==> config.mk <==
export PLATFORM = sky130hd
export DESIGN_NAME = control_registers
export DESIGN_NICKNAME = d
export VERILOG_FILES = /design/src/verilog/waveform_pkg.sv /design/src/verilog/control_registers.sv
export SDC_FILE = /design/constraint.sdc
export NUM_CORES = 1
export LEC_CHECK = 0
export BUFFER_PORTS_ARGS = -buffer_cell sky130_fd_sc_hd__buf_2
export CORE_ASPECT_RATIO = 0.6
export CORE_UTILIZATION = 50
export DETAILED_ROUTE_END_ITERATION = 7
export GPL_ROUTABILITY_DRIVEN = 0
export PLACE_DENSITY_LB_ADDON = 0.1
export SYNTH_ARGS = -nofsm -noshare
export SYNTH_HDL_FRONTEND = slang
export SYNTH_SLANG_ARGS = --single-unit
==> constraint.sdc <==
create_clock -name word_clock -period 2.5 [get_ports word_clock]
set_input_delay 0.375 -clock word_clock [delete_from_list [all_inputs] [get_ports word_clock]]
set_output_delay 0.375 -clock word_clock [all_outputs]
set_load 0.05 [all_outputs]
==> src/verilog/waveform_pkg.sv <==
// shared types and constants for the waveform generator
// spi frame field types, command codes, frame length
// playback sample type and the waveform word union

package waveform_pkg;

	// -----------------------------------------------
	// spi frame fields
	// -----------------------------------------------

	// command byte, sent first in every frame
	typedef logic [7:0] command_t;

	// only this command writes; anything else is a read
	localparam command_t CMD_WRITE = 8'h01;

	typedef logic [15:0] spi_address_t;
	typedef logic [31:0] spi_word_t;

	// command8 + address16 + data32
	localparam int FRAME_BITS = 56;

	// -----------------------------------------------
	// playback
	// -----------------------------------------------

	typedef logic [7:0] sample_t;

	// one stored word, seen whole by spi or as byte lanes by playback
	// lane 3 is the byte that arrives first over spi and plays first
	typedef union packed {
		spi_word_t word;
		sample_t [3:0] lanes;
	} wave_word_u;

endpackage

==> src/verilog/control_registers.sv <==
// control register bank, four 32-bit words
// register 0 holds the playback start byte address
// register 1 holds the playback end byte address

`timescale 1ns/1ps

module control_registers #(
	parameter int word_addr_width = 12
) (
	input logic word_clock,
	input logic reset3_word_clock,
	input logic write,
	input waveform_pkg::spi_address_t address,
	input waveform_pkg::spi_word_t data,
	output waveform_pkg::spi_word_t read_data,
	output logic [word_addr_width+1:0] start_address,
	// one bit wider so the full-memory end fits
	output logic [word_addr_width+2:0] end_address
);
	import waveform_pkg::*;

	// end of memory in bytes, four per word
	localparam spi_word_t full_end = spi_word_t'(1) << (word_addr_width + 2);

	spi_word_t registers [4];
	logic [1:0] select;

	assign select = address[1:0];

	always_ff @(posedge word_clock) begin
		if (reset3_word_clock) begin
			registers[0] <= '0;
			registers[1] <= full_end;
			registers[2] <= '0;
			registers[3] <= '0;
		end else if (write) begin
			registers[select] <= data;
		end
	end

	assign read_data = registers[select];

	// playback limits are plain levels
	assign start_address = registers[0][word_addr_width+1:0];
	assign end_address = registers[1][word_addr_width+2:0];

endmodule

# Yosys cells after proc, flatten, opt, wreduce, memory -nomap -nowiden
# Memory sizes are Yosys's and may differ from the RTL's.
# Cells that the tools add are included.
# classes
n_reduce_logical	1
mux	8
# op_table
op	n
$mux W32	1
$reduce_or A32 Y1	1
$mux W1	6
$mux W2	1
# totals
in_bits	51
n_memories	1
wordCells	10
output_inout_bits	61
register_bits	0
ramBits	128
# memory_table
memory	depth	width	rd	rd_ports_with_merged_regs	wr	line_no	source
registers	4	32	3	0	4	control_registers.sv:25	spi_word_t registers [4];

# Logic depth before layout (Yosys ltp)
# depth
word_depth	5
ltp_mapped	5
mapped_depth_nobuf	2

# Worst setup path before layout
# OpenSTA, ideal clock, no wires.
# synth_path
path_kind	input port to flip-flop
from	input address[1]
to	memory registers[1][0] in the netlist's numbering, enable pin
path_slack_ns	-0.091
setup_time_ns	0.428
path_buffers	1
cell_stages	3
t_arrival_ns	2.163
t_required_ns	2.072
cell_sequence	nand2b_1 clkbuf_1 o21bai_1
# synth_lines
item	line_no	source
from (decl)	control_registers.sv:13	input waveform_pkg::spi_address_t address,
to (decl)	control_registers.sv:25	

# Final worst setup path
# layout_path
from	input address[0]
to	output read_data[31]
# layout_between
elab_chain_cells	1
# layout_rtl
item	line_no	source
$mem_v2 Z4 W32	n/a	
to (decl)	control_registers.sv:15	output waveform_pkg::spi_word_t read_data,
# Every way passes these cells.

==> out/results.md <==
| Item | Reported |
|---|---|
| Worst slew slack as a fraction of its limit | 61.7% |
| Wire length of the first global-routing pass | 19500 um |
| Library cell used as clock root buffer | clkbuf_16 |
| Clock-pin slew reported for the worst setup and hold paths after clock tree synthesis | 0.05 ns |
| Register with the highest flop count | registers |
| Clock power share | 43.3% |
| Clock tree from TritonCTS | yes |
| Final routed wire length divided by cell count | 20.1 um |
| Top-area cell type share of the netlist area | 66.5% |
| Vias in the first global route | 3410 |
| Post-Synthesis Mean Instance Area | 15.0 um^2 |
| Vertical die dimension | 85.3 um |
| Path class of the lowest-slack min-delay path | input port to register |
| Cells traversed along the worst timing path | buf_2 > buf_12 > mux4_1 > buf_2 |
| Maximum fanout count along the critical path | 38 |
| Number of endpoints with negative hold slack in the final report | 0 |
| Count of clock tree sinks | 128 |
| Number of iterations in the first detailed-routing pass | 4 |
| Congestion Overflow GR | 0 |
| Dominant delay contributor by cell family on the critical path | multiplexers |
| Top Registers | registers: 128 flops |
| H-tree levels | 4 |
| IO Pins | 112 |
| Dominant cell type by area after synthesis | edfxtp_1 |
| Critical path buffer and inverter count | 3 |
| Number of antenna violations at the first check in global routing | 0 |
| Count of vias placed by the detailed router | 3327 |
| Number of antenna diodes | 0 |
| HPWL after detailed placement | 7460 um |
| Int Power | 4.53 mW |
| RSZ-0062 raised after global routing | no |
| Floorplan core area | 10900 um^2 |
| Total number of placement rows | 29 |
| Arrival time at the worst endpoint | 1.66 ns |
| Remaining routing DRC violations | 0 |
| Kind of capture point of the worst setup path | output pin |
| Startpoint of the most critical hold path | data[14] |
| Share of the clock period used by the worst path after layout | 81.5% |
| Number of distinct library cell variants in the gate-level netlist after synthesis | 20 |
| Total of warnings raised by yosys | 0 |
| Share of layout cells above drive strength 1 | 36.2% |
| Count of maximum capacitance violations | 0 |
| Required time of the worst setup path | 2.12 ns |
| Type of the worst setup path | input port to output pin |
| Comb power frac | 14.1% |
| Total leakage power | 2.77 nW |
| Net load switching power | 1.55 mW |
| Count of buffers inserted at the top-level ports | 97 |
| Pin count of the biggest net entering global routing | 39 |
| Die area | 12000 um^2 |
| Post-layout min period | 2.04 ns |
| Post-synth design cell area | 5780 um^2 |
| Post-synthesis sequential element count | 128 |
| Post-CTS Repair Setup Buffers | 0 |
| Switching share of power | 25.4% |
| Mapped Cells | 385 |
| Result of the run | finished clean |
| Critical Path Slowest Stage Cell | mux4_1 |
| Synthesized Nets | 436 |
| Signed area change from the synthesized netlist to the final layout | 18.5% |
| Slew at the pin closest to its max-slew limit | 0.573 ns |
| Most numerous cell on the critical path | buf_2 |
| Pwr/cell area | 887 nW/um^2 |
| First element of the critical path | address[0] |
| Largest register FFs | 128 |
| Leading cell types by total area after synthesis | edfxtp_1 66%, mux4_2 11%, nor2_1 6.1%, buf_4 4.2%, nand3b_1 4.0% |
| Total chip power | 6.08 mW |
| Total length of routed wires | 12300 um |
| Peak supply drop | 0.506 mV |
| Num CTS Buffers | 17 |
| Effective utilization at floorplan | 53.1% |
| Final count of negative-setup-slack endpoints | 0 |
| Max Clk Rate | 491 MHz |
| Register share of total power | 42.6% |
| Startpoint class of the critical path | input port |
| Count of cells resized by post-cts repair | 0 |
| Final ANT Viol Nets | 0 |
| Buffer levels on the longest clock path | 2 |
| Crit path largest cell delay | 0.63 ns |
| Number of inserted filler cells in the final layout | 850 |
| Share of synthesized area occupied by flip-flops and latches | 66.5% |
| Horizontal die dimension | 141 um |
| Number of pins exceeding their max-slew limit in the final report | 0 |
| Fin nets | 510 |
| Vias per Instance | 5.45 |
| Total of hold buffers inserted after clock tree synthesis | 0 |
| Final total negative setup slack | 0 ns |
| Starting DRT DRC Count | 205 |
| GR Util All Layers | 22.4% |
==> cells in the mapped netlist <==
cell	n
a21o_1	2
a31o_2	1
clkbuf_1	7
or4_1	1
nand3b_1	31
edfxtp_1	128
mux4_2	28
nand2b_1	2
buf_12	2
buf_2	9
or2_1	1
and3_1	2
buf_6	5
and2_1	1
buf_4	32
o21bai_1	1
mux4_1	4
inv_1	32
nor2_1	94
nor2b_1	2
==> power groups by stage <==
stage          clock network [mW]  registers [mW]  logic, mW
6_report                     2.63            2.59      0.857
4_1_cts                      2.65            2.59      0.865
3_5_place_dp                    0            2.63      0.862
5_1_grt                      2.77            2.60      0.897
2_1_floorplan                   0            2.61      0.695
3_3_place_gp                    0            2.62      0.861
==> cell usage in the layout (no fill, tap or decap) <==
master      count
a21o_2          2
a31o_2          1
and2_1          1
and3_1          2
buf_12          6
buf_2          97
buf_4           7
bufinv_16       5
clkbuf_1        2
clkbuf_16      17
clkinv_1        3
clkinv_2        3
clkinv_4        1
clkinvlp_4      1
edfxtp_1      128
inv_1          32
mux4_1          4
mux4_2         28
nand2b_2        2
nand3b_1       31
nor2_1         94
nor2b_1         2
o21bai_4        1
or2_1           1
or4_1           1
==> per-stage QoR <==
stage | cells | worst slack (ns) | hold slack (ns) | cell area (um^2) | util, %
after floorplan | 385 | 0.584 | 0.555 | 5790 | -
after global placement | 579 | 0.471 | 0.682 | 6220 | 57.2
after detailed placement | 579 | 0.469 | 0.692 | 6220 | 57.2
after CTS | 611 | 0.467 | 0.270 | 6850 | 62.9
after global routing | 611 | 0.425 | 0.277 | 6850 | 62.9
final | 611 | 0.463 | 0.283 | 6850 | 62.9
==> final timing paths <==
path / end / slack (ns) / cells after the start
max: read_data[31] / 0.46 / 4
min: registers[3][14] / 0.28 / 2
==> layer usage <==
metal	GRT usage (%)	vias to the layer above	share of wire, %
met5	0	-	0
met4	5.34	0	0.97
met3	6.32	9	5.1
met2	34.8	105	47
met1	31.8	1702	46
li1	-	1511	-
==> layout make-up <==
cell class / instances / area (um^2) / area share, %
clock buffers: 19 / 433 / 6.32
clock inverters: 13 / 193 / 2.81
inverters: 32 / 120 / 1.75
multi-input cells: 170 / 1430 / 20.9
flip-flops and latches: 128 / 3840 / 56.1
well taps: 139 / 174 / 2.54
repair buffers: 110 / 658 / 9.61
==> cells by family (layout without fill, tap and decap cells) <==
logic type	count (synthesis)	in the layout	share of synthesized area [%]
AOI/OAI and AO/OA	4	4	0.541
and+or+nand+nor	134	134	11.1
muxes	32	32	12.7
DFF	128	128	66.5
buffers and inverters	87	174	9.13
Power figures use the tool's default switching activity.
