### config.mk
export PLATFORM = sky130hd
export DESIGN_NAME = playback_sequencer
export DESIGN_NICKNAME = d
export VERILOG_FILES = /design/src/verilog/playback_sequencer.sv
export SDC_FILE = /design/constraint.sdc
export NUM_CORES = 1
export LEC_CHECK = 0
export BUFFER_PORTS_ARGS = -buffer_cell sky130_fd_sc_hd__buf_2
export CAP_MARGIN = 20
export CORE_MARGIN = 4
export CORE_UTILIZATION = 60
export CTS_BUF_LIST = sky130_fd_sc_hd__clkbuf_4
export DETAILED_ROUTE_END_ITERATION = 10
export HOLD_SLACK_MARGIN = 0.08
export MAX_ROUTING_LAYER = met4
export PLACE_DENSITY_LB_ADDON = 0.3
export SLEW_MARGIN = 0
export SYNTH_ARGS = -nofsm -noshare
export SYNTH_HDL_FRONTEND = slang
export SYNTH_SLANG_ARGS = --single-unit
### constraint.sdc
create_clock -name word_clock -period 5.1 [get_ports word_clock]
set_clock_uncertainty 0.15 [all_clocks]
set_input_delay 0.255 -clock word_clock [delete_from_list [all_inputs] [get_ports word_clock]]
set_output_delay 0.255 -clock word_clock [all_outputs]
set_load 0.05 [all_outputs]
### src/verilog/playback_sequencer.sv
// looping byte address generator for playback
// limits latched at reset and at every wrap
// sync marks the first sample of each period

`timescale 1ns/1ps

module playback_sequencer #(
	parameter int word_addr_width = 12
) (
	input logic word_clock,
	input logic reset3_word_clock,
	input logic [word_addr_width+1:0] start_address,
	input logic [word_addr_width+2:0] end_address,
	output logic [word_addr_width+1:0] play_address,
	output logic sync
);
	localparam int byte_addr_width = word_addr_width + 2;

	// latched end minus one, and whether the range is non-empty
	logic [byte_addr_width:0] last_address;
	logic running;
	logic wrap;
	// play_address sits on start after a real period end
	logic first_byte;

	// empty range reloads start every cycle
	assign wrap = !running || ({1'b0, play_address} == last_address);

	always_ff @(posedge word_clock) begin
		if (reset3_word_clock) begin
			play_address <= start_address;
			last_address <= end_address - 1'b1;
			running <= end_address > {1'b0, start_address};
			first_byte <= 1'b0;
			sync <= 1'b0;
		end else begin
			// one more stage to line up with the registered sample
			sync <= first_byte;
			first_byte <= 1'b0;
			if (wrap) begin
				play_address <= start_address;
				last_address <= end_address - 1'b1;
				running <= end_address > {1'b0, start_address};
				// no period markers while the range is empty
				first_byte <= running;
			end else begin
				play_address <= play_address + 1'b1;
			end
		end
	end

endmodule

# Yosys cells after proc, flatten, opt, wreduce, memory -nomap -nowiden
# Index checks and enable logic that the tools add are counted.
totals:
  ff_bits: 32
  output_inout_bits: 15
  word_cells: 20
op_classes:
  n_addsub: 2
  n_lt_le_gt_ge: 1
  n_eq_ne: 1
  n_mux: 6
  bitwise_logic: 1
  n_reduce_logical: 4
ops:
  columns: ["cell", "count"]
  rows:
  - ["$mux W15", 2]
  - ["$mux W14", 2]
  - ["$eq A14 B15 Y1", 1]
  - ["$gt A15 B14 Y1", 1]
  - ["$sub A15 B1 Y15 const B", 1]
  - ["$add A14 B1 Y14 const B", 1]
  - ["$mux W1", 2]
  - ["$reduce_bool A2 Y1", 1]
  - ["$reduce_or A2 Y1", 1]
  - ["$logic_not A1 Y1", 1]
  - ["$logic_or A1 B1 Y1", 1]
  - ["$not A1 Y1", 1]

# Logic depth before layout (Yosys ltp)
logic_depth:
  ltp_word: 4
  depth_mapped: 7

# Worst setup path after synthesis
# OpenSTA, ideal clock, no wires.
synth_timing:
  kind: "reg2reg"
  from: "reg play_address[2]"
  to: "reg last_address[0] (enable)"
  arrival_ps: 1914
  t_required_ps: 4618
  setup_slack_ps: 2705
  stages_incl_launch_ff: 7
  path_buffers: 2
  synth_period_minus_slack_ps: 2395
  path_cell_list: "dfxtp_1 -> clkbuf_1 -> xor2_1 -> nor4_1 -> nand4_1 -> nand3b_1 -> buf_4"
synth_via:
  elab_chain_len: 3
synth_lines:
  columns: ["item", "line", "text"]
  rows:
  - ["from (decl)", "14", "output logic [word_addr_width+1:0] play_address,"]
  - ["from (signal assigned)", "31", "play_address <= start_address;"]
  - ["from (signal assigned)", "41", "play_address <= start_address;"]
  - ["from (signal assigned)", "47", "play_address <= play_address + 1'b1;"]
  - ["$eq A14 B15 Y1", "27", "assign wrap = !running || ({1'b0, play_address} == last_address);"]
  - ["$logic_or A1 B1 Y1", "27", null]
  - ["$reduce_bool A2 Y1 (no line)", null, null]
  - ["to (signal assigned)", "32", "last_address <= end_address - 1'b1;"]
  - ["to (signal assigned)", "42", "last_address <= end_address - 1'b1;"]
  - ["to (decl)", "20", "logic [byte_addr_width:0] last_address;"]
# No other way between the ends.
# A chain may end at the register's enable or synchronous reset.

# Final worst setup path
layout_timing:
  from: "in start_address[12]"
  to: "reg running, data pin"
layout_via:
  elab_chain_len: 3
layout_lines:
  columns: ["item", "line", "text"]
  rows:
  - ["from (decl)", "12", "input logic [word_addr_width+1:0] start_address,"]
  - ["$gt A15 B14 Y1 *", "33, 43", null]
  - ["$mux W1", "40", "if (wrap) begin"]
  - ["$mux W1 *", "30", "if (reset3_word_clock) begin"]
  - ["to (signal assigned)", "33", "running <= end_address > {1'b0, start_address};"]
  - ["to (signal assigned)", "43", "running <= end_address > {1'b0, start_address};"]
  - ["to (decl)", "21", "logic running;"]
# Every way passes the cells marked *; elsewhere a longest branch is shown, timed or not. The select of a mux whose other input is x is not followed.

==> flow_summary.yaml <==
global_routing:
  grt_pass1_vias: 1602
  grt_usage_pct: 25.70
  grt_overflow: 0
  grt_pass1_wl_mm: 7.659
  antenna_found_initial: 0
  grt_max_degree: 24
sta:
  hold_viol: 0
  fin_crit_sh_pct: 48.95
  rsz0062_at_grt: "false"
  worstMarginPinSlew_ns: 0.4404
  setup_viol: 0
  drv_slew: 0
  fmax_mhz: 400.6
  setup_tns_ns: 0
  setup_slack_ns: 2.604
  slew_headroom_pct: 70.53
  min_period_ns: 2.496
  fin_hold_ws_ns: 0.09852
finish:
  drive_above_1_share_pct: 21.96
  final_common_cell: "buf_2"
  area_growth_pct: 26.87
  n_antenna_cell: 0
  fin_cells: 299
  final_nets: 301
  layout_common_cells: "buf_2 (45), xor2_1 (31), inv_1 (19), dlygate4sd3_1 (17)"
floorplanning:
  num_rows: 20
  die_height_um: 64.89
  io_pins: 46
  coreArea_um2: 3078
  fp.dieW_um: 64.89
  die-area_um2: 4211
  start_util_pct: 63.09
detailed_routing:
  postRouteAntennaNets: 0
  drc: 0
  wl_per_cell_um: 16.11
  wirelength_mm: 4.818
  drt-initial-drc-count: 108
  viasPerCell: 5.358
  firstDrtPassIters: 4
  vias: 1602
placement:
  portBuffers: 45
  dp_cells: 274
  place_congestion: 0.8332
  dpl_worst_slack_ns: 2.668
  hpwl_mm: 3.362
critical_path:
  crit_path_start: "start_address[12]"
  required_ns: 5.05
  crit_type: "in -> reg"
  cp_max_fo: 3
  worstSetupStartpointType: "input pin"
  rr_startpoint: "play_address[9]"
  rr_endpoint: "play_address[1]"
  r2r_setup_slack_ns: 2.62
  cp-end-kind: "register"
  crit_arrival_ns: 2.45
  reg2regPathDepth: 6
clock_network:
  insertion_delay_ns: 0.35
  clk_path_buf_depth: 2
  numCtsBuffers: 5
  path_clk_slew_ns: 0.10
  cts_tree: "built"
  cts_root_buf: "clkbuf_4"
  htreeDepth: 2
  clock-sinks: 32
hold_path:
  hold_path_startpoint: "end_address[14]"
  whs_endpoint: "last_address[14]"
  hp-class: "in -> reg"
  whs_path_depth: 2
outcome:
  status: "finished clean"
power:
  p_per_area_nw_per_um2: 298.7
  ir_drop_uv: 158.7
  power.leakage_uw: 0.001188
yosys:
  syn_nets: 233
  ys_warn_count: 0
  ys_top_cells_by_area: "edfxtp_1 (25%), dfxtp_1 (16%), xor2_1 (14%), ha_1 (10%), mux2i_1 (6.7%)"
  synthArstFlopShare_pct: 0
  syn_area_um2: 1942
  synth-seq-cells: 32
  synth_ff_type: "edfxtp_1"
  post-synth-top-area-cell: "edfxtp_1"
  synth_top_cell_area_share_pct: 24.74
  syn_inst: 186
  seq_area_frac_synth_pct: 41.24
  synth_edf_count: 16
  avgSynthCellArea_um2: 10.44
  ys_types: 31
run:
  cap_viol_max_count: 0
## worst max-delay path, stage by stage
cell and delay [ns]:
dlygate4sd3_1 0.53, buf_2 0.10, inv_1 0.05, ha_1 0.34
a21o_1 0.17, a211oi_1 0.29, o211ai_1 0.19, a2111oi_0 0.42
nor3_1 0.10
## through the flow
step / area, um2 / power (uW) / utilization [%]
floorplan: 1942 / 476.0 / -
global placement: 2218 / 531.0 / 72.07
detailed placement: 2218 / 536.2 / 72.07
CTS: 2464 / 734.9 / 80.04
global route: 2464 / 772.0 / 80.04
finish: 2464 / 735.9 / 80.04
## synth_stat cells (2+ instances only)
master    count
or4_4         2
and3_1        3
nand4_1       6
nor4_1        5
nor2b_1       2
xnor2_1       6
inv_1        19
xor2_1       31
nand2_1       9
nor3_1        7
nand3_1       6
a21o_1        4
a21oi_1       2
nor2_1        9
mux2i_1      13
dfxtp_1      16
edfxtp_1     16
o21ai_0       2
ha_1         16
## how the worst max path moves through the flow
| stage | to | slack (ns) | cells past startpoint |
|---|---|---|---|
| 5_1_grt | play_address[1] | 2.45 | 6 |
| 3_3_place_gp | play_address[1] | 2.74 | 6 |
| 6_report | running | 2.60 | 9 |
| 3_5_place_dp | play_address[1] | 2.67 | 6 |
| 4_1_cts | play_address[1] | 2.63 | 6 |
| 2_1_floorplan | last_address[0] | 2.70 | 6 |
## report_power, final
part	switching [uW]	leakage, uW	total, uW	internal (uW)
Combinational	130	0.000851	209	78.6
Clock	92.3	0.0000403	192	100
Sequential	32.0	0.000296	335	303
Total	254	0.00119	736	482
## per-layer routing
layer / GRT usage [%] / vias up / wire [um]
met4: 10.82 / 0 / 114
met5: - / - / 0
li1: - / 791 / -
met1: 29.09 / 737 / 2001
met2: 42.66 / 62 / 2420
met3: 7.106 / 12 / 281
## final cells by class
cell class,instances,area (um2)
Multi-Input combinational cell,133,1059
Sequential cell,32,800.8
Fill cell,219,614.3
Timing Repair Buffer,63,402.9
Inverter,19,71.32
Tap cell,44,55.05
Clock buffer,5,37.54
Clock inverter,3,37.54
## cells by family (layout without fill, tap and decap cells)
family | count (synthesis) | after routing | synth area share [%]
and+or+nand+nor | 54 | 54 | 15.98
xor gates and xnor gates | 37 | 37 | 16.69
DFF | 32 | 32 | 41.24
buffers and inverters | 21 | 90 | 4.253
adders and majority gates | 16 | 16 | 10.31
muxes | 14 | 14 | 7.281
AOI/OAI and AO/OA | 12 | 12 | 4.253
## flip-flops by register name (all words and copies together) (netlist names)
register,flops
last_address,15
sync,1
running,1
first_byte,1
play_address,14
## repair_timing
action | 4_1_cts | 5_1_grt
endpoints found under the setup margin | 0 | 0
setup buffers | 0 | 0
endpoints found under the hold margin | 18 | 0
hold buffers | 17 | 0
resized for setup | 0 | 0
Power figures use the tool's default switching activity.
