==> src/verilog/waveform_pkg.sv <==
// shared types and constants for the waveform generator
// spi frame field types, command codes, frame length
// playback sample type and the waveform word union

package waveform_pkg;

	// -----------------------------------------------
	// spi frame fields
	// -----------------------------------------------

	// command byte, sent first in every frame
	typedef logic [7:0] command_t;

	// only this command writes; anything else is a read
	localparam command_t CMD_WRITE = 8'h01;

	typedef logic [15:0] spi_address_t;
	typedef logic [31:0] spi_word_t;

	// command8 + address16 + data32
	localparam int FRAME_BITS = 56;

	// -----------------------------------------------
	// playback
	// -----------------------------------------------

	typedef logic [7:0] sample_t;

	// one stored word, seen whole by spi or as byte lanes by playback
	// lane 3 is the byte that arrives first over spi and plays first
	typedef union packed {
		spi_word_t word;
		sample_t [3:0] lanes;
	} wave_word_u;

endpackage

==> src/verilog/spi_command_slave.sv <==
// spi slave for command8 / address16 / data32 frames
// sck, mosi and ssel oversampled in word_clock
// address presented after 24 bits, read word shifted out on miso

`timescale 1ns/1ps

module spi_command_slave #(
	parameter int oversample_guard = 4
) (
	input logic word_clock,
	input logic reset3_word_clock,
	input logic sck,
	input logic mosi,
	input logic ssel,
	input waveform_pkg::spi_word_t read_data,
	output logic miso,
	output logic transaction_valid,
	output logic address_ready,
	output waveform_pkg::command_t command,
	output waveform_pkg::spi_address_t address,
	output waveform_pkg::spi_word_t data
);
	import waveform_pkg::*;

	// two sync stages plus the edge detect
	localparam int edge_latency = 3;
	localparam int count_width = $clog2(FRAME_BITS + 1);
	localparam int address_bits = $bits(command_t) + $bits(spi_address_t);
	localparam int word_bits = $bits(spi_word_t);

	logic [1:0] sck_pipe;
	logic [1:0] mosi_pipe;
	logic [1:0] ssel_pipe;
	logic sck_last;
	logic ssel_last;
	logic sck_rise;
	logic sck_fall;
	logic ssel_rise;
	logic data_phase;
	logic [count_width-1:0] bit_count;
	spi_word_t frame_shift;
	spi_word_t miso_shift;

	// sck half period has to outlast the edge latency
	if (oversample_guard <= edge_latency) begin : guard_check
		$error("oversample_guard too small for the sck edge latency");
	end

	// -----------------------------------------------
	// input synchronizers and edge detect
	// -----------------------------------------------
	always_ff @(posedge word_clock) begin
		if (reset3_word_clock) begin
			sck_pipe <= '0;
			mosi_pipe <= '0;
			ssel_pipe <= '1;
			sck_last <= 1'b0;
			ssel_last <= 1'b1;
		end else begin
			sck_pipe <= {sck_pipe[0], sck};
			mosi_pipe <= {mosi_pipe[0], mosi};
			ssel_pipe <= {ssel_pipe[0], ssel};
			sck_last <= sck_pipe[1];
			ssel_last <= ssel_pipe[1];
		end
	end

	assign sck_rise = sck_pipe[1] & ~sck_last;
	assign sck_fall = ~sck_pipe[1] & sck_last;
	assign ssel_rise = ssel_pipe[1] & ~ssel_last;
	assign data_phase = (bit_count >= count_width'(address_bits))
		&& (bit_count < count_width'(FRAME_BITS));

	// -----------------------------------------------
	// bit counter and frame strobes
	// -----------------------------------------------
	always_ff @(posedge word_clock) begin
		if (reset3_word_clock) begin
			bit_count <= '0;
			transaction_valid <= 1'b0;
			address_ready <= 1'b0;
		end else begin
			// a frame counts only with exactly FRAME_BITS clocks
			transaction_valid <= ssel_rise && (bit_count == count_width'(FRAME_BITS));
			address_ready <= 1'b0;
			if (ssel_pipe[1]) begin
				bit_count <= '0;
			end else if (sck_rise) begin
				// saturate so long frames never alias to a valid length
				if (bit_count != '1) begin
					bit_count <= bit_count + 1'b1;
				end
				address_ready <= (bit_count == count_width'(address_bits - 1));
			end
		end
	end

	// mosi sampled on rising sck, msb first
	always_ff @(posedge word_clock) begin
		if (!ssel_pipe[1] && sck_rise) begin
			frame_shift <= {frame_shift[word_bits-2:0], mosi_pipe[1]};
			if (bit_count == count_width'(address_bits - 1)) begin
				{command, address} <= {frame_shift[address_bits-2:0], mosi_pipe[1]};
			end
		end
		if (ssel_rise) begin
			data <= frame_shift;
		end
	end

	// -----------------------------------------------
	// read word back to the master
	// -----------------------------------------------
	always_ff @(posedge word_clock) begin
		if (address_ready) begin
			miso_shift <= read_data;
		end else if (sck_fall && data_phase) begin
			miso_shift <= {miso_shift[word_bits-2:0], 1'b0};
		end
	end

	// miso moves after falling sck, master samples on the rise
	always_ff @(posedge word_clock) begin
		if (reset3_word_clock) begin
			miso <= 1'b0;
		end else if (ssel_pipe[1]) begin
			miso <= 1'b0;
		end else if (sck_fall && data_phase) begin
			miso <= miso_shift[word_bits-1];
		end
	end

endmodule

==> config.mk <==
export PLATFORM = sky130hd
export DESIGN_NAME = spi_command_slave
export DESIGN_NICKNAME = d
export VERILOG_FILES = /design/src/verilog/waveform_pkg.sv /design/src/verilog/spi_command_slave.sv
export SDC_FILE = /design/constraint.sdc
export NUM_CORES = 1
export LEC_CHECK = 0
export ABC_AREA = 1
export BUFFER_PORTS_ARGS = -buffer_cell sky130_fd_sc_hd__buf_4
export CAP_MARGIN = 25
export CORE_MARGIN = 2
export CORE_UTILIZATION = 28
export CTS_CLUSTER_DIAMETER = 200
export DETAILED_ROUTE_END_ITERATION = 8
export PLACE_DENSITY = 0.56
export SYNTH_ARGS = -nofsm -noshare
export SYNTH_HDL_FRONTEND = slang
export SYNTH_SLANG_ARGS = --single-unit
==> constraint.sdc <==
create_clock -name word_clock -period 3.6 [get_ports word_clock]
set_clock_uncertainty 0.05 [all_clocks]
set_input_delay 0.9 -clock word_clock [delete_from_list [all_inputs] [get_ports word_clock]]
set_output_delay 0.9 -clock word_clock [all_outputs]
set_load 0.01 [all_outputs]
After elaboration in Yosys (flattened, before gate mapping):

Cells that the tools add are included.
W data, S select, Z words.

* logic and storage cells: 39
* flip-flop bits (word level): 137
* output and inout port bits: 59
* bits of input ports: 37

* equal/unequal tests: 3
* $lt $le $gt $ge: 2
* add/subtract/negate cells: 1
* bitwise operators: 7
* mux-type cells: 2
* reductions and logical operators: 10

Operators with widths (count)
* $mux W32: 2
* $add A6 B1 Y6 const B: 1
* $eq A6 B5 Y1 const B: 1
* $eq A6 B6 Y1 const B: 1
* $ge A6 B5 Y1 const B: 1
* $lt A6 B6 Y1 const B: 1
* $ne A6 B6 Y1 const B: 1
* $logic_and A1 B1 Y1: 4
* $not A1 Y1: 4
* $reduce_and A2 Y1: 2
* $and A1 B1 Y1: 3
* $reduce_or A3 Y1: 1
* $reduce_bool A2 Y1: 1
* $reduce_or A2 Y1: 1
* $logic_not A1 Y1: 1

Logic depth before layout (Yosys ltp):

Gate-level depths: netlist of run 1.

* word-level depth: 5
* depth in mapped cells: 8
* mapped depth without buffers: 8

Worst setup path after synthesis of run 1:

OpenSTA, ideal clock, no wires.

* path type: register -> register
* start point: register bit_count[1]
* end point: register address[0] (enable)
* required time: 3115 ps
* buffers on the path: 0
* arrival: 2531 ps
* clock period less this slack: 3016 ps
* library setup time: 435 ps
* stages on the path, launching flop included: 6
* slack: 584 ps
* path through: dfxtp_1 > ha_1 > nand2_1 > inv_1 > nand4_1 > nor3_1

* longest elaborated chain between the ends: 2

RTL lines
* start: declaration: RTL line spi_command_slave.sv:40 `logic [count_width-1:0] bit_count;`
* start signal: assignment: RTL line spi_command_slave.sv:91 `bit_count <= bit_count + 1'b1;`
* $eq A6 B5 Y1: RTL line spi_command_slave.sv:102 `if (bit_count == count_width'(address_bits - 1)) begin`
* $reduce_and A2 Y1 (no line)
* end signal: assignment: RTL line spi_command_slave.sv:103 `{command, address} <= {frame_shift[address_bits-2:0], mosi_pipe[1]};`
* end: declaration: RTL line spi_command_slave.sv:20 `output waveform_pkg::spi_address_t address,`

Every way passes these cells.
A chain may end at the register's enable or synchronous reset.

Final worst setup path of run 1:

* start point: register address_ready
* end point: register miso_shift[11] (enable)

* longest elaborated chain between the ends: 1

RTL lines
* start: declaration: RTL line spi_command_slave.sv:18 `output logic address_ready,`
* start signal: assignment: RTL line spi_command_slave.sv:93 `address_ready <= (bit_count == count_width'(address_bits - 1));`
* $reduce_bool A2 Y1 (no line)
* end signal: assignment: RTL line spi_command_slave.sv:116 `miso_shift <= read_data;`
* end signal: assignment: RTL line spi_command_slave.sv:118 `miso_shift <= {miso_shift[word_bits-2:0], 1'b0};`
* end: declaration: RTL line spi_command_slave.sv:42 `spi_word_t miso_shift;`

Every way passes these cells.

==> results of run 1 <==
cell usage in the layout, fill, tap and decap left out:
| cell type | synthesis | final |
|---|---|---|
| inv_6 | 0 | 4 |
| or2_2 | 2 | 2 |
| o21ai_0 | 3 | 3 |
| clkinvlp_4 | 0 | 2 |
| clkbuf_1 | 2 | 3 |
| buf_4 | 0 | 99 |
| nand3_1 | 4 | 4 |
| inv_1 | 18 | 18 |
| clkinv_4 | 0 | 3 |
| dfxtp_1 | 17 | 17 |
| nand4_1 | 5 | 5 |
| bufinv_16 | 0 | 2 |
| nor2_1 | 20 | 18 |
| edfxtp_1 | 120 | 120 |
| nor2_4 | 2 | 3 |
| nand2_1 | 107 | 107 |
| inv_2 | 1 | 1 |
| nor4_1 | 1 | 1 |
| nor2_2 | 0 | 1 |
| nor3_2 | 0 | 1 |
| a21oi_1 | 1 | 1 |
| clkinv_2 | 0 | 1 |
| a21oi_2 | 2 | 2 |
| nand2_2 | 3 | 3 |
| clkbuf_16 | 0 | 17 |
| nor3_1 | 2 | 1 |
| ha_1 | 2 | 2 |
state kept, by name, indices dropped and copies added, names as in the netlist, 2 cells and up:
signal       count
frame_shift     32
sck_pipe         2
bit_count        6
miso_shift      32
mosi_pipe        2
address         16
data            32
ssel_pipe        2
command          8
layout make-up:
type / instances / area (um2) / share of cell area, %
clock inverter: 12 / 141.4 / 2.249
tap: 220 / 275.3 / 4.378
multi-input combinational: 154 / 675.6 / 10.75
sequential: 137 / 3944 / 62.73
inverter: 19 / 71.32 / 1.134
clock buffer: 20 / 436.7 / 6.945
timing repair buffer: 99 / 743.2 / 11.82
kinds of logic (layout without fill, tap and decap cells):
family / Yosys count / count (layout) / synth area share, %
AND/OR/NAND/NOR: 146 / 146 / 12.69
AO/OA/AOI/OAI: 6 / 6 / 0.7963
flip-flops: 137 / 137 / 83.67
buffers and inverters: 27 / 150 / 2.309
adder cells (fa/ha/maj): 2 / 2 / 0.5308
worst register-to-register path: cells and delay by family, from the launching register on:
| family | cells | cell delay [ns] |
|---|---|---|
| flops | 1 | 0.33 |
| simple gates | 1 | 0.20 |
| buf+inv | 3 | 1.19 |
metal layers:
metal  routed length [um]  up-vias
li1                     -     1313
met1                 3993     1237
met2                 3858      105
met3                  579       10
met4                  129        0
met5                    0        -
metrics by stage:
| stage | hold slack, ns | setup WS, ns | cells | total power (W) |
|---|---|---|---|---|
| after global placement | 0.3436 | 1.539 | 629 | 0.001812 |
| final | 0.3536 | 1.490 | 661 | 0.003458 |
| after detailed placement | 0.3464 | 1.450 | 629 | 0.001813 |
| after CTS | 0.3560 | 1.460 | 661 | 0.003509 |
| after global routing | 0.3703 | 1.268 | 661 | 0.003584 |
| after floorplan | 0.3383 | 0.5838 | 318 | 0.001769 |
Yosys cell counts (3+ instances only):
master    instances  area share [%]
o21ai_0           3            0.32
edfxtp_1        120              76
inv_1            18             1.4
dfxtp_1          17             7.2
nand3_1           4            0.42
nand2_2           3            0.40
nand2_1         107             8.5
buf_2             6            0.64
nand4_1           5            0.66
nor2_1           20             1.6
worst paths after layout:
path / start / slack (ns) / end / depth (start not counted)
setup / recovery: address_ready / 1.49 / miso_shift[11] / 4
hold / removal: sck_pipe[0] / 0.35 / sck_pipe[1] / 2
setup reg to reg: address_ready / 1.49 / miso_shift[11] / 4
hold reg to reg: sck_pipe[0] / 0.35 / sck_pipe[1] / 2
power by group:
part           switching, W  leakage (nW)  internal [W]  total (W)
Combinational     0.0000231         0.914     0.0000332  0.0000563
Sequential       0.00000482          1.22       0.00172    0.00172
Clock              0.000650         0.276       0.00103    0.00168
Total              0.000678          2.41       0.00278    0.00346
==> impl_metrics.yaml, run 1 <==
clock_tree:
  cts_tree: "yes"
  cts.path.max_buffers: 2
  cts_setup_buffers: 0
  cts_root_buffer: "clkbuf_16"
  htreeDepth: 4
  cts_sinks: 137
  numCtsBuffers: 17
  clk_transition_reported_paths_ns: 0.06
  cts_resized: 0
  cts_hold_buf: 0
  worstSkewPairLatency_ns: 0.41
detailed_routing:
  post-route-drc-count: 0
  first_pass_iters: 4
  detail-route-antenna-nets: 0
  vias: 2665
  via_per_inst: 4.032
  wl_um: 8561
  routedWlPerCell_um: 12.95
  first_iter_violations: 134
grt:
  grt_overflow: 0
  grt_first_pass_wirelength_um: 13730
  use_met3_pct: 4.186
  met2_usage_pct: 15.30
  grt_pass1_vias: 2662
  grt_max_degree: 34
  top_usage_layer: "met2"
  use_met1_pct: 12.65
  antenna_found_initial: 0
  track_usage_pct: 10.17
worst_setup_path:
  crit_chain: "buf_4 > inv_1 > nand2_1 > buf_4"
  path_max_fanout: 33
  critPathKind: "reg -> reg"
  critPathMaxStageDelay_ns: 0.47
  cp_slowest_cell: "inv_1"
  cp_common_cell: "buf_4"
  crit_arrival_ns: 2.12
  crit_buf_inv: 3
  crit_family: "buffers and inverters"
  cp_data_required_time_ns: 3.61
  worstSetupEndpointType: "flip-flop"
  crit_path_start_kind: "flip-flop"
logic_synthesis:
  synth_cells: 318
  synth_cell_types: 19
  synth-seq-area-share_pct: 83.67
  netlist_area_um2: 4713
  synth_fp_nets: 357
  syn_area_per_cell_um2: 14.82
  yosys_most_used_dff: "edfxtp_1"
  ys_ff_latch: 137
  ys_async_sr_fraction_pct: 0
  synth-edff-count: 120
  yosysWarnings: 0
run_status:
  status: "finished, final reports clean"
floorplan:
  rows: 47
  dieWidth_um: 133.7
  core_um2: 16520
  initial_core_util_pct: 28.52
  die_y_um: 133.7
  io_pins: 96
  die_area_um2: 17890
flow_run:
  maxCapViolCount: 0
final_layout:
  drive_gt1_share_pct: 31.97
  final_area_um2: 6287
  fillers: 1547
  finish.utilization_pct: 38.05
  area_growth_pct: 33.40
  diodes: 0
  final_nets: 467
placed_design:
  place_congestion: 0.7727
  dp_hpwl_um: 5597
  dpl_cell_area_um2: 5709
  numPortBuffers: 95
timing:
  finalHoldViolations: 0
  setup_viol: 0
  setup_tns_ns: 0
  slew_viol_final: 0
  relSlewSlack_pct: 35.01
  fmax_mhz: 473.9
  rsz0062_at_grt: "no"
  period_minus_slack_ns: 2.110
  worst_slew_pin_slew_ns: 0.9725
  period_share_pct: 58.62
power_and_ir_drop:
  power_density_nw_per_um2: 550.0
  vdd_ir_drop_max_v: 0.0003113
  cellLeakagePower_nw: 2.409
min_path:
  hold_class: "reg -> reg"
Power figures use the tool's default switching activity.
==> run 2: changes to the inputs <==
--- a/config.mk
+++ b/config.mk
@@ -12,7 +12,7 @@
 export CORE_UTILIZATION = 28
 export CTS_CLUSTER_DIAMETER = 200
 export DETAILED_ROUTE_END_ITERATION = 8
-export PLACE_DENSITY = 0.56
+export PLACE_DENSITY = 0.58
 export SYNTH_ARGS = -nofsm -noshare
 export SYNTH_HDL_FRONTEND = slang
 export SYNTH_SLANG_ARGS = --single-unit
==> constraint.sdc (replaced) <==
create_clock -name word_clock -period 1.7 [get_ports word_clock]
set_clock_uncertainty 0.05 [all_clocks]
set_input_delay 0.425 -clock word_clock [delete_from_list [all_inputs] [get_ports word_clock]]
set_output_delay 0.425 -clock word_clock [all_outputs]
set_load 0.01 [all_outputs]
==> run 2 against run 1 <==
Compared with the run above: core utilization increased by 1.5 points; global-route usage decreased by 0.11 points; cell count increased by 1.4%; largest power group is now clock; highest routed layer unchanged.
==> impl_metrics.yaml, run 2 (synthesis results as in run 1) <==
grt:
  antenna_found_initial: 0
  grt_overflow: 0
  grt_first_pass_wirelength_um: 13570
  grt_pass1_vias: 2698
  track_usage_pct: 10.07
  grt_max_degree: 33
final_layout:
  regArea_um2: 3953
  finish.utilization_pct: 39.52
  layout_commonest_cell: "edfxtp_1"
  instances_no_fill: 670
  drive_gt1_share_pct: 34.89
  area_growth_pct: 38.55
  final_nets: 476
  final_cell_mix: "edfxtp_1 (120), nand2_1 (106), buf_4 (100)"
  diodes: 0
  multi_input_area_um2: 701.9
  largestRegisters: "data (32), frame_shift (32), miso_shift (32)"
  fillers: 1555
worst_setup_path:
  critPathLaunch: "bit_count[1]"
  worstSetupEndpointType: "flip-flop"
  r2r_slack_ns: 0.08
  crit_arrival_ns: 1.70
  path_max_fanout: 6
  rr_endpoint: "command[7]"
  cp_slowest_cell: "dfxtp_4"
  critPathMaxStageDelay_ns: 0.37
  crit_path_start_kind: "flip-flop"
  cp_data_required_time_ns: 1.78
  r2r_cells: 7
  crit_chain: "ha_4 > nand2_1 > inv_2 > nand4_1 > nor3_4 > buf_12 > clkbuf_16"
  crit_family: "simple AND/OR/NAND/NOR gates"
  crit_buf_inv: 3
  r2r_start: "bit_count[1]"
  critPathKind: "reg -> reg"
detailed_routing:
  vias: 2728
  post-route-drc-count: 0
  wl_um: 8787
  first_pass_iters: 4
  via_per_inst: 4.072
  routedWlPerCell_um: 13.11
  first_iter_violations: 139
  detail-route-antenna-nets: 0
placed_design:
  dp_slack_ns: 0.05463
  dp_hpwl_um: 5664
  numPortBuffers: 95
  place_congestion: 0.7209
  dp_cells: 632
floorplan:
  rows: 47
  die_y_um: 133.7
  io_pins: 96
  dieWidth_um: 133.7
  initial_core_util_pct: 28.52
  core_um2: 16520
  die_area_um2: 17890
power_and_ir_drop:
  cellLeakagePower_nw: 2.514
  power_w: 0.007571
  power_density_nw_per_um2: 1159
  vdd_ir_drop_max_v: 0.0006661
min_path:
  hold_class: "in -> reg"
  holdPathEnd: "ssel_pipe[0]"
  hold_depth: 2
  min-delay-start: "ssel"
timing:
  layout_setup_ws_ns: 0.08473
  period_minus_slack_ns: 1.615
  setup_viol: 0
  worst_slew_pin_slew_ns: 0.5214
  relSlewSlack_pct: 65.11
  finalHoldViolations: 0
  period_share_pct: 95.02
  holdWs_ns: 0.1404
  fmax_mhz: 619.1
  rsz0062_at_grt: "no"
  slew_viol_final: 0
clock_tree:
  htreeDepth: 4
  numCtsBuffers: 17
  worstSkewPairLatency_ns: 0.42
  cts_tree: "yes"
  cts_root_buffer: "clkbuf_16"
  cts.path.max_buffers: 2
  clk_transition_reported_paths_ns: 0.06
  cts_sinks: 137
run_status:
  status: "finished, final reports clean"
flow_run:
  maxCapViolCount: 0
run 2: cell types whose count changed in the layout (fill, tap and decap cells not counted), sizes merged:
cell	delta
buf	+7
inv	+3
clkinvlp	-1
bufinv	+1
clkinv	-1
run 2: metal layers:
| layer | global-route usage [%] | wire length (um) | share of wire [%] |
|---|---|---|---|
| met1 | 12.30 | 3993 | 45 |
| met5 | 0 | 0 | 0 |
| met4 | 4.078 | 123 | 1.4 |
| met2 | 15.64 | 4066 | 46 |
| met3 | 4.414 | 603 | 6.9 |
run 2: area by class of cell:
cell class | count | area share, %
Tap cell | 220 | 4.215
Clock buffer | 18 | 6.572
Inverter | 19 | 1.092
Clock inverter | 14 | 2.874
Multi-Input combinational cell | 154 | 10.75
Sequential cell | 137 | 60.53
Timing Repair Buffer | 108 | 13.97
run 2: stage by stage:
| stage | setup TNS [ns] | cell area [um2] |
|---|---|---|
| after floorplan | -6.035 | 4745 |
| after global placement | 0 | 5798 |
| after detailed placement | 0 | 5798 |
| after CTS | 0 | 6416 |
| after global routing | 0 | 6530 |
| final | 0 | 6530 |
run 2: repair_timing:
item / in CTS / in global routing
setup endpoints to repair: 1 / 24
hold buffers: 0 / 0
gates cloned: 0 / 3
gates resized for setup: 1 / 4
buffers inserted: 0 / 3
pin swaps: 0 / 2
run 2: worst max path at each step:
| stage | cells after the start | end | slack [ns] |
|---|---|---|---|
| after CTS | 6 | address[12] | 0.04 |
| after global placement | 6 | command[1] | 0.10 |
| after floorplan | 5 | address[0] | -0.25 |
| after detailed placement | 6 | address[8] | 0.05 |
| after global routing | 7 | address[9] | 0.01 |
| final | 7 | command[7] | 0.08 |
run 2: worst reg2reg max path, stage by stage, from the launching register on:
cell and delay [ns]:
dfxtp_4 0.37, ha_4 0.13, nand2_1 0.07, inv_2 0.07, nand4_1 0.15, nor3_4 0.19, buf_12 0.15, clkbuf_16 0.15
run 2: report_power, final:
| part | internal [W] | switching [W] | total [W] |
|---|---|---|---|
| logic | 0.0000735 | 0.0000497 | 0.000123 |
| registers | 0.00363 | 0.0000111 | 0.00364 |
| clock network | 0.00235 | 0.00145 | 0.00380 |
| total | 0.00606 | 0.00151 | 0.00757 |
==> run 3: changes to the inputs <==
--- a/config.mk
+++ b/config.mk
@@ -13,6 +13,8 @@
 export CTS_CLUSTER_DIAMETER = 200
 export DETAILED_ROUTE_END_ITERATION = 8
 export PLACE_DENSITY = 0.58
+export REMOVE_ABC_BUFFERS = 1
+export SLEW_MARGIN = 20
 export SYNTH_ARGS = -nofsm -noshare
 export SYNTH_HDL_FRONTEND = slang
 export SYNTH_SLANG_ARGS = --single-unit
==> run 3 against run 2 <==
Compared with the run above: die area unchanged; setup slack got worse by 0.019 ns; count of clock-buffer cells in the layout shrank 1; clock power is 1% lower; non-clock buffer count rose by 4; core utilization down 0.091 points; critical path type unchanged; largest cell class unchanged; largest power group unchanged.
==> impl_metrics.yaml, run 3 (synthesis results as in run 1) <==
placed_design:
  place_congestion: 0.7477
  dp_hpwl_um: 5539
  dpl_cell_area_um2: 5792
  numPortBuffers: 95
power_and_ir_drop:
  power_density_nw_per_um2: 1155
  vdd_ir_drop_max_v: 0.0007078
  cellLeakagePower_nw: 2.524
detailed_routing:
  routedWlPerCell_um: 12.61
  detail-route-antenna-nets: 0
  vias: 2733
  via_per_inst: 4.055
  first_pass_iters: 5
  post-route-drc-count: 0
  wl_um: 8501
  first_iter_violations: 170
final_layout:
  final_nets: 480
  layout_commonest_cell: "edfxtp_1"
  largestRegisters: "data (32), frame_shift (32), miso_shift (32)"
  multi_input_area_um2: 689.4
  drive_gt1_share_pct: 35.02
  diodes: 0
  regArea_um2: 3951
  fillers: 1533
  area_growth_pct: 38.23
  final_cell_mix: "edfxtp_1 (120), nand2_1 (107), buf_4 (105)"
  final_area_um2: 6515
timing:
  worst_slew_pin_slew_ns: 0.4134
  period_share_pct: 96.14
  slew_viol_final: 0
  finalHoldViolations: 0
  relSlewSlack_pct: 72.34
  setup_viol: 0
  fmax_mhz: 611.9
  setup_tns_ns: 0
  period_minus_slack_ns: 1.634
floorplan:
  die_area_um2: 17890
  io_pins: 96
  die_y_um: 133.7
  dieWidth_um: 133.7
  initial_core_util_pct: 28.52
  core_um2: 16520
  rows: 47
clock_tree:
  cts_sinks: 137
  clk_transition_reported_paths_ns: 0.06
  worstSkewPairLatency_ns: 0.41
  cts_tree: "yes"
  cts_hold_buf: 0
  cts.path.max_buffers: 2
  cts_root_buffer: "clkbuf_16"
  numCtsBuffers: 17
  htreeDepth: 4
grt:
  grt_max_degree: 33
  track_usage_pct: 9.827
  antenna_found_initial: 0
  grt_first_pass_wirelength_um: 13250
  grt_overflow: 0
  grt_pass1_vias: 2593
min_path:
  hold_depth: 2
  hold_class: "in -> reg"
worst_setup_path:
  crit_chain: "ha_4 > nand2_1 > inv_2 > nand4_1 > nor3_4 > buf_6 > buf_12"
  cp_slowest_cell: "dfxtp_4"
  worstSetupEndpointType: "flip-flop"
  path_max_fanout: 12
  cp_data_required_time_ns: 1.77
  critPathMaxStageDelay_ns: 0.38
  critPathKind: "reg -> reg"
  crit_arrival_ns: 1.70
  crit_path_start_kind: "flip-flop"
  r2r_cells: 7
run_status:
  status: "finished, final reports clean"
flow_run:
  maxCapViolCount: 0
## run 3: final timing paths
check               start           end  slack (ns)
max          bit_count[1]    command[4]        0.07
min reg2reg   sck_pipe[0]   sck_pipe[1]        0.35
min                  ssel  ssel_pipe[0]        0.15
max reg2reg  bit_count[1]    command[4]        0.07
## run 3: critical path, delay by kind of cell, from the launching register on
kind                     cells  cell delay [ns]
adder cells (fa/ha/maj)      1             0.14
buffers and inverters        3             0.35
flip-flops                   1             0.38
AND/OR/NAND/NOR              3             0.43
## run 3: per-layer routing
| layer | global-route usage, % | vias to the layer above | wire, um |
|---|---|---|---|
| met5 | 0 | - | 0 |
| met4 | 4.787 | 0 | 128 |
| met3 | 4.262 | 8 | 691 |
| li1 | - | 1338 | - |
| met1 | 12.65 | 1267 | 4043 |
| met2 | 14.19 | 120 | 3638 |
## run 3: final cells by class
cell class | instances | share of cell area, %
repair buffers | 112 | 14.06
clock buffers | 17 | 6.530
well taps | 220 | 4.225
multi-input cells | 154 | 10.58
clock inverters | 15 | 2.862
flip-flops and latches | 137 | 60.65
inverters | 19 | 1.095
## run 3: where the power goes
group	leakage, nW	switching (W)	internal [W]
logic	1.01	0.0000467	0.0000733
registers	1.22	0.0000109	0.00363
clock network	0.297	0.00142	0.00234
## run 3: what timing repair did
action,in CTS,in global routing
setup endpoints to repair,0,24
resized for setup,0,9
buffers inserted,0,6
## run 3: stage by stage
stage	std cells	hold slack [ns]	setup slack [ns]	utilization, %	total power (W)
CTS	666	0.1294	0.03112	38.75	0.007619
global route	674	0.1255	-0.003340	39.43	0.007791
detailed placement	634	0.3430	0.03828	35.05	0.003838
finish	674	0.1511	0.06561	39.43	0.007525
floorplan	310	0.3383	-1.316	-	0.003743
global placement	634	0.3450	0.1106	35.05	0.003836
